<file path="src/hdl/spis_proto_pkg.sv">
`default_nettype none

package spis_proto_pkg;

   //////////////////////////////////////////////////
   // Command opcodes
   //////////////////////////////////////////////////
   typedef logic [7:0] opcode_t;

   localparam opcode_t OP_READ           = 8'h03; // Single lane, no dummy
   localparam opcode_t OP_FAST_READ      = 8'h0B; // Single lane, 8 dummy
   localparam opcode_t OP_QUAD_READ      = 8'h6B; // Quad data only
   localparam opcode_t OP_QUAD_IO_READ   = 8'hEB; // Quad addr and data
   localparam opcode_t OP_PAGE_PROG      = 8'h02; // Single lane write
   localparam opcode_t OP_QUAD_PAGE_PROG = 8'h32; // Quad data write

   //////////////////////////////////////////////////
   // Phases and lane widths
   //////////////////////////////////////////////////
   typedef enum logic [2:0] {
      IDLE,     // ssn high
      CMD,      // Opcode shift
      ADDR,     // 24-bit address shift
      DUMMY,    // Turnaround clocks
      WRITE,    // Write data words
      READ,     // Read data words
      WAIT_SS   // Unknown opcode, park until ssn rises
   } spis_state_t;

   typedef enum logic {
      LANE_SINGLE, // sdin[0] / sdout[0]
      LANE_QUAD    // All four lanes, lane 3 is MSB
   } lane_mode_t;

   typedef struct packed {
      logic       supported;  // Opcode known
      logic       is_read;    // Read vs write data phase
      lane_mode_t addr_mode;
      lane_mode_t data_mode;
      logic [3:0] dummy_clks; // Zero skips DUMMY
   } cmd_cfg_t;

   // Phase lengths in sclk rises
   typedef logic [5:0] bit_cnt_t;

   localparam bit_cnt_t CMD_CLKS         = 6'd8;
   localparam bit_cnt_t ADDR_CLKS_SINGLE = 6'd24;
   localparam bit_cnt_t ADDR_CLKS_QUAD   = 6'd6;
   localparam bit_cnt_t WORD_CLKS_SINGLE = 6'd32;
   localparam bit_cnt_t WORD_CLKS_QUAD   = 6'd8;

endpackage

`default_nettype wire

</file>
<file path="src/hdl/spis_bus_pkg.sv">
`default_nettype none

package spis_bus_pkg;

   typedef logic [23:0] reg_addr_t; // Byte address
   typedef logic [31:0] reg_data_t; // One register word

   // Request levels plus payload, 58 bits
   typedef struct packed {
      logic      wr;    // Held until ack
      logic      rd;    // Held until ack
      reg_addr_t addr;  // Stable while wr or rd
      reg_data_t wdata; // Stable while wr
   } reg_req_t;

   localparam reg_addr_t ADDR_STEP = 24'd4; // Burst stride

endpackage

`default_nettype wire

</file>
<file path="src/hdl/spis_sync.sv">
`timescale 1ns/1ps
`default_nettype none

module spis_sync #(
   parameter int SYNC_STAGES = 2
) (
   input  logic       sys_clk,
   input  logic       rst_n,
   input  logic       sclk,
   input  logic       ssn,
   input  logic [3:0] sdin,
   output logic       ssn_s,
   output logic [3:0] sdin_s,
   output logic       sclk_rise,
   output logic       sclk_fall
);

   logic [SYNC_STAGES:0]      sclk_q; // Extra stage for edge compare
   logic [SYNC_STAGES-1:0]    ssn_q;
   logic [SYNC_STAGES:0][3:0] sdin_q; // Same depth as the edge pulse

   always_ff @(posedge sys_clk or negedge rst_n) begin
      if (!rst_n) begin
         sclk_q    <= '0;   // Mode 0 idles low
         ssn_q     <= '1;   // Deselected
         sdin_q    <= '1;
         sclk_rise <= 1'b0;
         sclk_fall <= 1'b0;
      end else begin
         sclk_q    <= {sclk_q[SYNC_STAGES-1:0], sclk};
         ssn_q     <= {ssn_q[SYNC_STAGES-2:0], ssn};
         sdin_q    <= {sdin_q[SYNC_STAGES-1:0], sdin};
         sclk_rise <= sclk_q[SYNC_STAGES-1] & ~sclk_q[SYNC_STAGES]; // 0 -> 1
         sclk_fall <= ~sclk_q[SYNC_STAGES-1] & sclk_q[SYNC_STAGES]; // 1 -> 0
      end
   end

   assign ssn_s  = ssn_q[SYNC_STAGES-1];
   assign sdin_s = sdin_q[SYNC_STAGES];   // Valid in the sclk_rise cycle

endmodule

`default_nettype wire

</file>
<file path="src/hdl/spis_bit_counter.sv">
`timescale 1ns/1ps
`default_nettype none

module spis_bit_counter (
   input  logic                     sys_clk,
   input  logic                     rst_n,
   input  logic                     cnt_load,  // From FSM at phase start
   input  spis_proto_pkg::bit_cnt_t cnt_value, // Phase length minus one
   input  logic                     sclk_rise,
   output logic                     cnt_last
);

   import spis_proto_pkg::*;

   bit_cnt_t cnt; // Rises left in this phase

   always_ff @(posedge sys_clk or negedge rst_n) begin
      if (!rst_n) begin
         cnt <= '0;
      end else if (cnt_load) begin
         cnt <= cnt_value;         // Load wins over a rise
      end else if (sclk_rise && !cnt_last) begin
         cnt <= cnt - 1'b1;        // Parks at zero until reloaded
      end
   end

   assign cnt_last = (cnt == '0);

endmodule

`default_nettype wire

</file>
<file path="src/hdl/spis_shift_in.sv">
`timescale 1ns/1ps
`default_nettype none

module spis_shift_in #(
   parameter type payload_t = logic [7:0]
) (
   input  logic                       sys_clk,
   input  logic                       rst_n,
   input  logic                       shift_en,  // sclk_rise in own phase
   input  spis_proto_pkg::lane_mode_t lane_mode,
   input  logic [3:0]                 sdin_s,
   output payload_t                   value
);

   import spis_proto_pkg::*;

   localparam int W = $bits(payload_t);

   logic [W-1:0] shreg; // MSB first

   always_ff @(posedge sys_clk or negedge rst_n) begin
      if (!rst_n) begin
         shreg <= '0;
      end else if (shift_en) begin
         if (lane_mode == LANE_QUAD) begin
            shreg <= {shreg[W-5:0], sdin_s};     // Lane 3 lands highest
         end else begin
            shreg <= {shreg[W-2:0], sdin_s[0]};  // Lane 0 only
         end
      end
   end

   assign value = payload_t'(shreg);

endmodule

`default_nettype wire

</file>
<file path="src/hdl/spis_shift_out.sv">
`timescale 1ns/1ps
`default_nettype none

module spis_shift_out (
   input  logic                       sys_clk,
   input  logic                       rst_n,
   input  logic                       rdata_load, // Read ack strobe
   input  spis_bus_pkg::reg_data_t    rdata,
   input  logic                       shift_en,   // sclk_fall in READ
   input  spis_proto_pkg::lane_mode_t lane_mode,
   output logic [3:0]                 sdout
);

   import spis_proto_pkg::*;
   import spis_bus_pkg::*;

   reg_data_t word_q; // Bits still to send, MSB first

   // Word register
   always_ff @(posedge sys_clk) begin
      if (rdata_load) begin
         word_q <= rdata;
      end else if (shift_en) begin
         if (lane_mode == LANE_QUAD) begin
            word_q <= {word_q[27:0], 4'b0000};
         end else begin
            word_q <= {word_q[30:0], 1'b0};
         end
      end
   end

   // Pin drivers, idle lanes high
   always_ff @(posedge sys_clk or negedge rst_n) begin
      if (!rst_n) begin
         sdout <= 4'b1111;
      end else if (shift_en && !rdata_load) begin
         if (lane_mode == LANE_QUAD) begin
            sdout <= word_q[31:28];            // Nibble per fall
         end else begin
            sdout <= {3'b111, word_q[31]};     // Bit per fall on lane 0
         end
      end
   end

endmodule

`default_nettype wire

</file>
<file path="src/hdl/spis_reg_port.sv">
`timescale 1ns/1ps
`default_nettype none

module spis_reg_port (
   input  logic                    sys_clk,
   input  logic                    rst_n,
   input  logic                    addr_load, // End of address phase
   input  spis_bus_pkg::reg_addr_t addr_in,
   input  spis_bus_pkg::reg_data_t wdata_in,
   input  logic                    rd_start,
   input  logic                    wr_start,
   input  logic                    reg_ack,
   input  logic                    abort,     // ssn high
   output spis_bus_pkg::reg_req_t  reg_req,
   output logic                    rdata_load
);

   import spis_bus_pkg::*;

   logic      rd_q;
   logic      wr_q;
   reg_addr_t addr_q;  // Current burst address
   reg_data_t wdata_q;
   logic      acked;   // Ack for a live request

   assign acked = reg_ack & (rd_q | wr_q);

   always_ff @(posedge sys_clk or negedge rst_n) begin
      if (!rst_n) begin
         rd_q <= 1'b0;
         wr_q <= 1'b0;
      end else if (abort) begin
         rd_q <= 1'b0;              // Deselect drops the request
         wr_q <= 1'b0;
      end else begin
         if (rd_start) begin
            rd_q <= 1'b1;           // Merges into a pending read
         end else if (acked) begin
            rd_q <= 1'b0;
         end
         if (wr_start) begin
            wr_q <= 1'b1;
         end else if (acked) begin
            wr_q <= 1'b0;
         end
      end
   end

   always_ff @(posedge sys_clk) begin
      if (addr_load) begin
         addr_q <= addr_in;
      end else if (acked) begin
         addr_q <= addr_q + ADDR_STEP; // Next word of the burst
      end
      if (wr_start) begin
         wdata_q <= wdata_in;          // Frees the shifter for the next word
      end
   end

   assign reg_req    = '{wr: wr_q, rd: rd_q, addr: addr_q, wdata: wdata_q};
   assign rdata_load = reg_ack & rd_q; // rdata valid only now

endmodule

`default_nettype wire

</file>
<file path="src/hdl/spis_fsm.sv">
`timescale 1ns/1ps
`default_nettype none

module spis_fsm (
   input  logic                       sys_clk,
   input  logic                       rst_n,
   input  logic                       ssn_s,
   input  logic                       sclk_rise,
   input  logic                       sclk_fall,
   input  logic                       cnt_last,
   input  spis_proto_pkg::opcode_t    opcode,
   output logic                       cnt_load,
   output spis_proto_pkg::bit_cnt_t   cnt_value,
   output logic                       cmd_shift_en,
   output logic                       addr_shift_en,
   output logic                       data_shift_en,
   output logic                       out_shift_en,
   output spis_proto_pkg::lane_mode_t addr_mode,
   output spis_proto_pkg::lane_mode_t data_mode,
   output logic                       addr_load,
   output logic                       rd_start,
   output logic                       wr_start,
   output logic                       sdout_oen
);

   import spis_proto_pkg::*;

   spis_state_t state;
   spis_state_t state_nxt;
   cmd_cfg_t    cfg;         // Held for the whole transaction
   cmd_cfg_t    cfg_lu;      // Decode of the fresh opcode
   logic        phase_done;  // Cycle after the last rise of a phase
   logic        in_phase;
   logic        enter_data;

   //////////////////////////////////////////////////
   // Opcode lookup
   //////////////////////////////////////////////////
   function automatic cmd_cfg_t decode(input opcode_t op);
      cmd_cfg_t c;
      c = '0; // Unknown opcode unsupported
      case (op)
         OP_READ:           c = '{1'b1, 1'b1, LANE_SINGLE, LANE_SINGLE, 4'd0};
         OP_FAST_READ:      c = '{1'b1, 1'b1, LANE_SINGLE, LANE_SINGLE, 4'd8};
         OP_QUAD_READ:      c = '{1'b1, 1'b1, LANE_SINGLE, LANE_QUAD, 4'd8};
         OP_QUAD_IO_READ:   c = '{1'b1, 1'b1, LANE_QUAD, LANE_QUAD, 4'd6};
         OP_PAGE_PROG:      c = '{1'b1, 1'b0, LANE_SINGLE, LANE_SINGLE, 4'd0};
         OP_QUAD_PAGE_PROG: c = '{1'b1, 1'b0, LANE_SINGLE, LANE_QUAD, 4'd0};
         default:           c = '0;
      endcase
      return c;
   endfunction

   // Counter preload is length minus one
   function automatic bit_cnt_t last_of(input bit_cnt_t n);
      return n - 1'b1;
   endfunction

   assign cfg_lu    = decode(opcode);
   assign in_phase  = state inside {CMD, ADDR, DUMMY, READ, WRITE};
   assign addr_mode = cfg.addr_mode;
   assign data_mode = cfg.data_mode;

   assign cmd_shift_en  = sclk_rise & (state == CMD);
   assign addr_shift_en = sclk_rise & (state == ADDR);
   assign data_shift_en = sclk_rise & (state == WRITE);
   assign out_shift_en  = sclk_fall & (state == READ); // Mode 0 drives on fall

   //////////////////////////////////////////////////
   // Next state and strobes
   //////////////////////////////////////////////////
   always_comb begin
      state_nxt  = state;
      cnt_load   = 1'b0;
      cnt_value  = '0;
      addr_load  = 1'b0;
      rd_start   = 1'b0;
      wr_start   = 1'b0;
      enter_data = 1'b0;
      if (ssn_s) begin
         state_nxt = IDLE;                      // Deselect ends any phase
      end else begin
         case (state)
            IDLE: begin
               state_nxt = CMD;
               cnt_load  = 1'b1;
               cnt_value = last_of(CMD_CLKS);
            end
            CMD: begin
               if (phase_done && cfg_lu.supported) begin
                  state_nxt = ADDR;
                  cnt_load  = 1'b1;
                  cnt_value = (cfg_lu.addr_mode == LANE_QUAD) ? last_of(ADDR_CLKS_QUAD)
                                                              : last_of(ADDR_CLKS_SINGLE);
               end else if (phase_done) begin
                  state_nxt = WAIT_SS;           // No bus access
               end
            end
            ADDR: begin
               if (phase_done) begin
                  addr_load = 1'b1;
                  if (cfg.dummy_clks != 4'd0) begin
                     state_nxt = DUMMY;
                     cnt_load  = 1'b1;
                     cnt_value = last_of(bit_cnt_t'(cfg.dummy_clks));
                  end else begin
                     enter_data = 1'b1;
                  end
               end
            end
            DUMMY: enter_data = phase_done;
            READ: begin
               rd_start  = phase_done;           // Prefetch next word
               cnt_load  = phase_done;
               cnt_value = (cfg.data_mode == LANE_QUAD) ? last_of(WORD_CLKS_QUAD)
                                                        : last_of(WORD_CLKS_SINGLE);
            end
            WRITE: begin
               wr_start  = phase_done;           // Word complete
               cnt_load  = phase_done;
               cnt_value = (cfg.data_mode == LANE_QUAD) ? last_of(WORD_CLKS_QUAD)
                                                        : last_of(WORD_CLKS_SINGLE);
            end
            WAIT_SS: state_nxt = WAIT_SS;
            default: state_nxt = IDLE;
         endcase
         if (enter_data) begin
            if (cfg.is_read) begin
               state_nxt = READ;
               rd_start  = 1'b1;                 // First word fetch
            end else begin
               state_nxt = WRITE;
            end
            cnt_load  = 1'b1;
            cnt_value = (cfg.data_mode == LANE_QUAD) ? last_of(WORD_CLKS_QUAD)
                                                     : last_of(WORD_CLKS_SINGLE);
         end
      end
   end

   always_ff @(posedge sys_clk or negedge rst_n) begin
      if (!rst_n) begin
         state      <= IDLE;
         cfg        <= '0;
         phase_done <= 1'b0;
         sdout_oen  <= 1'b1;
      end else begin
         state      <= state_nxt;
         phase_done <= sclk_rise & cnt_last & in_phase & ~ssn_s;
         if (state == CMD && phase_done) begin
            cfg <= cfg_lu;                       // Opcode complete here
         end
         if (state_nxt == IDLE) begin
            sdout_oen <= 1'b1;                   // Release lanes
         end else if (rd_start) begin
            sdout_oen <= 1'b0;
         end
      end
   end

endmodule

`default_nettype wire

</file>
<file path="src/hdl/qspis_top.sv">
`timescale 1ns/1ps
`default_nettype none

module qspis_top #(
   parameter int SYNC_STAGES = 2
) (
   input  logic                    sys_clk,
   input  logic                    rst_n,
   input  logic                    sclk,
   input  logic                    ssn,
   input  logic [3:0]              sdin,
   output logic [3:0]              sdout,
   output logic                    sdout_oen,  // Active low
   output spis_bus_pkg::reg_req_t  reg_req,
   input  spis_bus_pkg::reg_data_t reg_rdata,
   input  logic                    reg_ack
);

   import spis_proto_pkg::*;
   import spis_bus_pkg::*;

   logic       ssn_s;
   logic [3:0] sdin_s;
   logic       sclk_rise;
   logic       sclk_fall;
   logic       cnt_load;
   bit_cnt_t   cnt_value;
   logic       cnt_last;
   logic       cmd_shift_en;
   logic       addr_shift_en;
   logic       data_shift_en;
   logic       out_shift_en;
   lane_mode_t addr_mode;
   lane_mode_t data_mode;
   logic       addr_load;
   logic       rd_start;
   logic       wr_start;
   logic       rdata_load;
   opcode_t    opcode;
   reg_addr_t  addr_word;   // Shifted-in start address
   reg_data_t  wdata_word;  // Shifted-in write word

   //////////////////////////////////////////////////
   // Front end and control
   //////////////////////////////////////////////////
   spis_sync #(.SYNC_STAGES(SYNC_STAGES)) u_sync (
      .sys_clk, .rst_n, .sclk, .ssn, .sdin,
      .ssn_s, .sdin_s, .sclk_rise, .sclk_fall
   );

   spis_fsm u_fsm (
      .sys_clk, .rst_n, .ssn_s, .sclk_rise, .sclk_fall, .cnt_last, .opcode,
      .cnt_load, .cnt_value, .cmd_shift_en, .addr_shift_en, .data_shift_en,
      .out_shift_en, .addr_mode, .data_mode, .addr_load, .rd_start, .wr_start,
      .sdout_oen
   );

   spis_bit_counter u_cnt (
      .sys_clk, .rst_n, .cnt_load, .cnt_value, .sclk_rise, .cnt_last
   );

   //////////////////////////////////////////////////
   // Data path
   //////////////////////////////////////////////////
   spis_shift_in #(.payload_t(opcode_t)) u_cmd_in (
      .sys_clk, .rst_n, .shift_en(cmd_shift_en), .lane_mode(LANE_SINGLE),
      .sdin_s, .value(opcode)
   );

   spis_shift_in #(.payload_t(reg_addr_t)) u_addr_in (
      .sys_clk, .rst_n, .shift_en(addr_shift_en), .lane_mode(addr_mode),
      .sdin_s, .value(addr_word)
   );

   spis_shift_in #(.payload_t(reg_data_t)) u_wdata_in (
      .sys_clk, .rst_n, .shift_en(data_shift_en), .lane_mode(data_mode),
      .sdin_s, .value(wdata_word)
   );

   spis_shift_out u_rdata_out (
      .sys_clk, .rst_n, .rdata_load, .rdata(reg_rdata), .shift_en(out_shift_en),
      .lane_mode(data_mode), .sdout
   );

   spis_reg_port u_reg_port (
      .sys_clk, .rst_n, .addr_load, .addr_in(addr_word), .wdata_in(wdata_word),
      .rd_start, .wr_start, .reg_ack, .abort(ssn_s), .reg_req, .rdata_load
   );

endmodule

`default_nettype wire

</file>
<file path="config.mk">
export PLATFORM = sky130hd
export DESIGN_NAME = qspis_top
export DESIGN_NICKNAME = d
export VERILOG_FILES = /design/src/hdl/spis_proto_pkg.sv /design/src/hdl/spis_bus_pkg.sv /design/src/hdl/spis_sync.sv /design/src/hdl/spis_bit_counter.sv /design/src/hdl/spis_shift_in.sv /design/src/hdl/spis_shift_out.sv /design/src/hdl/spis_reg_port.sv /design/src/hdl/spis_fsm.sv /design/src/hdl/qspis_top.sv
export SDC_FILE = /design/constraint.sdc
export NUM_CORES = 1
export LEC_CHECK = 0
export ABC_AREA = 1
export BUFFER_PORTS_ARGS = -buffer_cell sky130_fd_sc_hd__buf_2
export CORE_ASPECT_RATIO = 1.1
export CORE_MARGIN = 2
export CORE_UTILIZATION = 36
export CTS_CLUSTER_SIZE = 12
export DETAILED_ROUTE_END_ITERATION = 6
export GPL_TIMING_DRIVEN = 0
export HOLD_SLACK_MARGIN = 0.02
export PLACE_DENSITY = 0.64
export SETUP_SLACK_MARGIN = 0.15
export SYNTH_ARGS = -nofsm -noshare
export SYNTH_HDL_FRONTEND = slang
export SYNTH_HIERARCHICAL = 1
export SYNTH_SLANG_ARGS = --single-unit
</file>
<file path="constraint.sdc">
create_clock -name sys_clk -period 3.55 [get_ports sys_clk]
set_input_delay 0.355 -clock sys_clk [delete_from_list [all_inputs] [get_ports sys_clk]]
set_output_delay 0.355 -clock sys_clk [all_outputs]
set_load 0.02 [all_outputs]
</file>
==> run metrics <==
Worst R2R Setup Slack=700 ps; Post-DP HPWL=14,660 µm; vias per inst=4.518; pwr dens=approximately 420 nW/µm²; Worst R2R End=u_reg_port/addr_q[4]$_DFFE_PP_; hold path start=reg_rdata[6]; clock transition at the registers of the reported paths=70 ps; Starting Density=a little over a third; hold path depth=3; Synth cell types=37; post-route ant nets=0; CTS sink cnt=192; Total Die Area=28,270 µm²; register area share after synthesis=54.34%; Achievable Freq=351.4 MHz; syn avg cell area=~8.2 µm²; met3 Usage GRT=under 10%; cell count after synthesis=roughly 1.2k; proportion of layout cells with a drive suffix above 1=about 20%; Die Span X=160.5 µm; synth-to-layout area growth=17.85%; CTS Root Cell=clkbuf_16; Netlist Area Pre-Place=9697 µm²; met2 usage=25.09%; # resized after CTS=0; Crit. End Element=flop; Reg-to-Reg Start=u_fsm/state[0]$_DFF_PN0_; # IOs=around 100; commonest non-fill, non-tap cell in the layout=nand2_1; GR Util met1=19.27%; gr ovfl total=0; Leakage Power=5.614 nW; # setup viols final=0; Setup Buffers After CTS=0; routed len/inst=12.16 µm; core area=26,720 µm²; status=completed; Max Slew Vio Count=0; Die Ht=between 150 and 200 µm; most frequent cells in the layout=500 x nand2_1, 148 x inv_1, 133 x buf_2; Post-Route WL=20,550 µm; area of placed instances=10,720 µm²; main area contributors after synthesis=edfxtp_1 27%, dfrtp_1 22%, nand2_1 19%, nand3_1 6.3%, inv_1 5.7%; Port Buffers=103; Final Hold Fails=0; syn nets=1,232; Finished Cell Area=11,430 µm²; Synth Warn #=6; busiest grt layer=met2; clock buffer count from CTS=17; Final Skew=~19 ps; via count=7,635; H-tree levels=4; worst slew pin tran=1110 ps; Worst-Skew Late Latency=440 ps; CTS tree=done; detailed-route DRC error count=0; vias in the first global route=7,248; DR iter-0 viols=420; Worst EP arrival=2900 ps; GP Congestion=0.8508; CP max FO=22; total iterations of the first detailed-routing run=5; nets=1,363; share of the synthesized area in the top cell type=27.25%; period utilization=80.16%; Period minus WS final=2846 ps; Clock Tree Buf Depth=2; max cap viols=0; Hold Path Class=in -> reg; antenna violations before repair=1; final setup TNS=0 ps; gr usage total=14.85%; RSZ-0062 raised after global routing=false; Peak VDD IR=0.3354 mV; # rows=63; Synth area leader=edfxtp_1; largest net degree at the start of global routing=62; Setup crit start kind=flop; WP data required=3600 ps; WS Path Type=reg -> reg; global-route wire length before repair=34,170 µm; relative slew slack=~26%; reg2reg path depth=6; number of synthesized register bits=192; Hold Path End=u_rdata_out/word_q[6]$_DFFE_PP_
==> how the worst max path moves through the flow <==
stage	from	endpoint	slack [ps]	cells past startpoint
after floorplan	u_fsm/state[0]$_DFF_PN0_	u_reg_port/wdata_q[0]$_DFFE_PP_	1040	3
after global placement	u_fsm/state[0]$_DFF_PN0_	u_reg_port/wdata_q[13]$_DFFE_PP_	160	3
after detailed placement	u_sync/ssn_q[1]$_DFF_PN1_	u_reg_port/addr_q[4]$_DFFE_PP_	690	6
after CTS	u_sync/ssn_q[1]$_DFF_PN1_	u_reg_port/addr_q[18]$_DFFE_PP_	670	6
after global routing	u_fsm/state[0]$_DFF_PN0_	u_reg_port/addr_q[18]$_DFFE_PP_	480	6
final	u_fsm/state[0]$_DFF_PN0_	u_reg_port/addr_q[4]$_DFFE_PP_	700	6
==> cell usage after synthesis (all sizes together) <==
cell type  instances
inv              161
xnor2              2
conb               2
dfstp             19
clkbuf             3
xor2               4
ha                 3
dfrtp             85
nor3               4
o21bai             4
a31oi              4
buf               48
nand3            134
nand3b             2
a21oi              9
o21ai             28
a211oi             1
edfxtp            88
and2               2
nand4              4
nor2              65
nand2            516
==> report_power, final <==
part	internal, mW	leakage [nW]	switching (mW)
clock	1.03	0.309	0.945
sequential	2.39	2.08	0.0679
combinational	0.158	3.23	0.227
==> per-stage QoR <==
stage | total power, mW | hold WS, ps | std cells | utilization, % | setup WS, ps
2_1_floorplan | 2.766 | 59.41 | 1188 | - | 1037
3_3_place_gp | 2.867 | 338.2 | 1648 | 39.89 | 164.6
3_5_place_dp | 2.885 | 346.8 | 1650 | 40.10 | 685.9
4_1_cts | 4.886 | 170.2 | 1689 | 42.74 | 667.7
5_1_grt | 5.039 | 189.5 | 1690 | 42.76 | 479.0
6_report | 4.817 | 197.0 | 1690 | 42.76 | 704.4
==> cell type report <==
type                    instances  area, µm²
clock inverters                13      160.2
plain buffers                  51      321.6
diodes                          1      2.502
flip-flops and latches        192       5269
fillers                      2614      15290
repair buffers                112      635.6
inverters                     161      611.8
clock buffers                  19      475.5
well taps                     357      446.7
multi-input cells             784       3505
==> state kept, by name (all words and copies together) (netlist names) <==
signal              cells
u_cmd_in/value          8
u_fsm/cfg               3
u_sync/sclk_q           3
u_sync/sdin_q           8
u_cnt/cnt               6
u_wdata_in/value       32
u_fsm/state             3
u_rdata_out/word_q     32
u_rdata_out/sdout       4
u_addr_in/value        24
u_sync/sclk_rise        1
u_fsm/phase_done        1
u_reg_port/addr_q      24
u_sync/sclk_fall        1
u_fsm/sdout_oen         1
u_reg_port/rd_q         1
u_sync/sdin_s           4
u_reg_port/wdata_q     32
u_reg_port/wr_q         1
u_fsm/data_mode         1
u_sync/ssn_q            2
==> cell families after synthesis <==
| kind of cell | count (synthesis) | share of synthesized area (%) |
|---|---|---|
| and+or+nand+nor | 727 | 32.28 |
| buffers and inverters | 212 | 9.626 |
| DFF | 192 | 54.34 |
| AOI/OAI and AO/OA | 46 | 2.748 |
| xor gates and xnor gates | 6 | 0.5419 |
| adders and majority gates | 3 | 0.3871 |
| other | 2 | 0.07745 |
==> worst max-delay path, stage by stage (launching register included) <==
cell and delay (ps):
dfrtp_1 430, inv_1 220, nand3_2 180, nor2_1 430
inv_2 190, buf_4 230, nand3_1 760
==> per-layer routing <==
layer | vias up | routed length [µm]
met5 | - | 0
met4 | 0 | 373
met3 | 24 | 762
met2 | 141 | 9870
met1 | 3519 | 9548
li1 | 3951 | -
==> timing repair <==
item | CTS | global route
setup endpoints to repair | 0 | 0
hold buffers | 7 | 0
endpoints found under the hold margin | 43 | 0
Note: power is estimated with default switching activity, not from simulation.
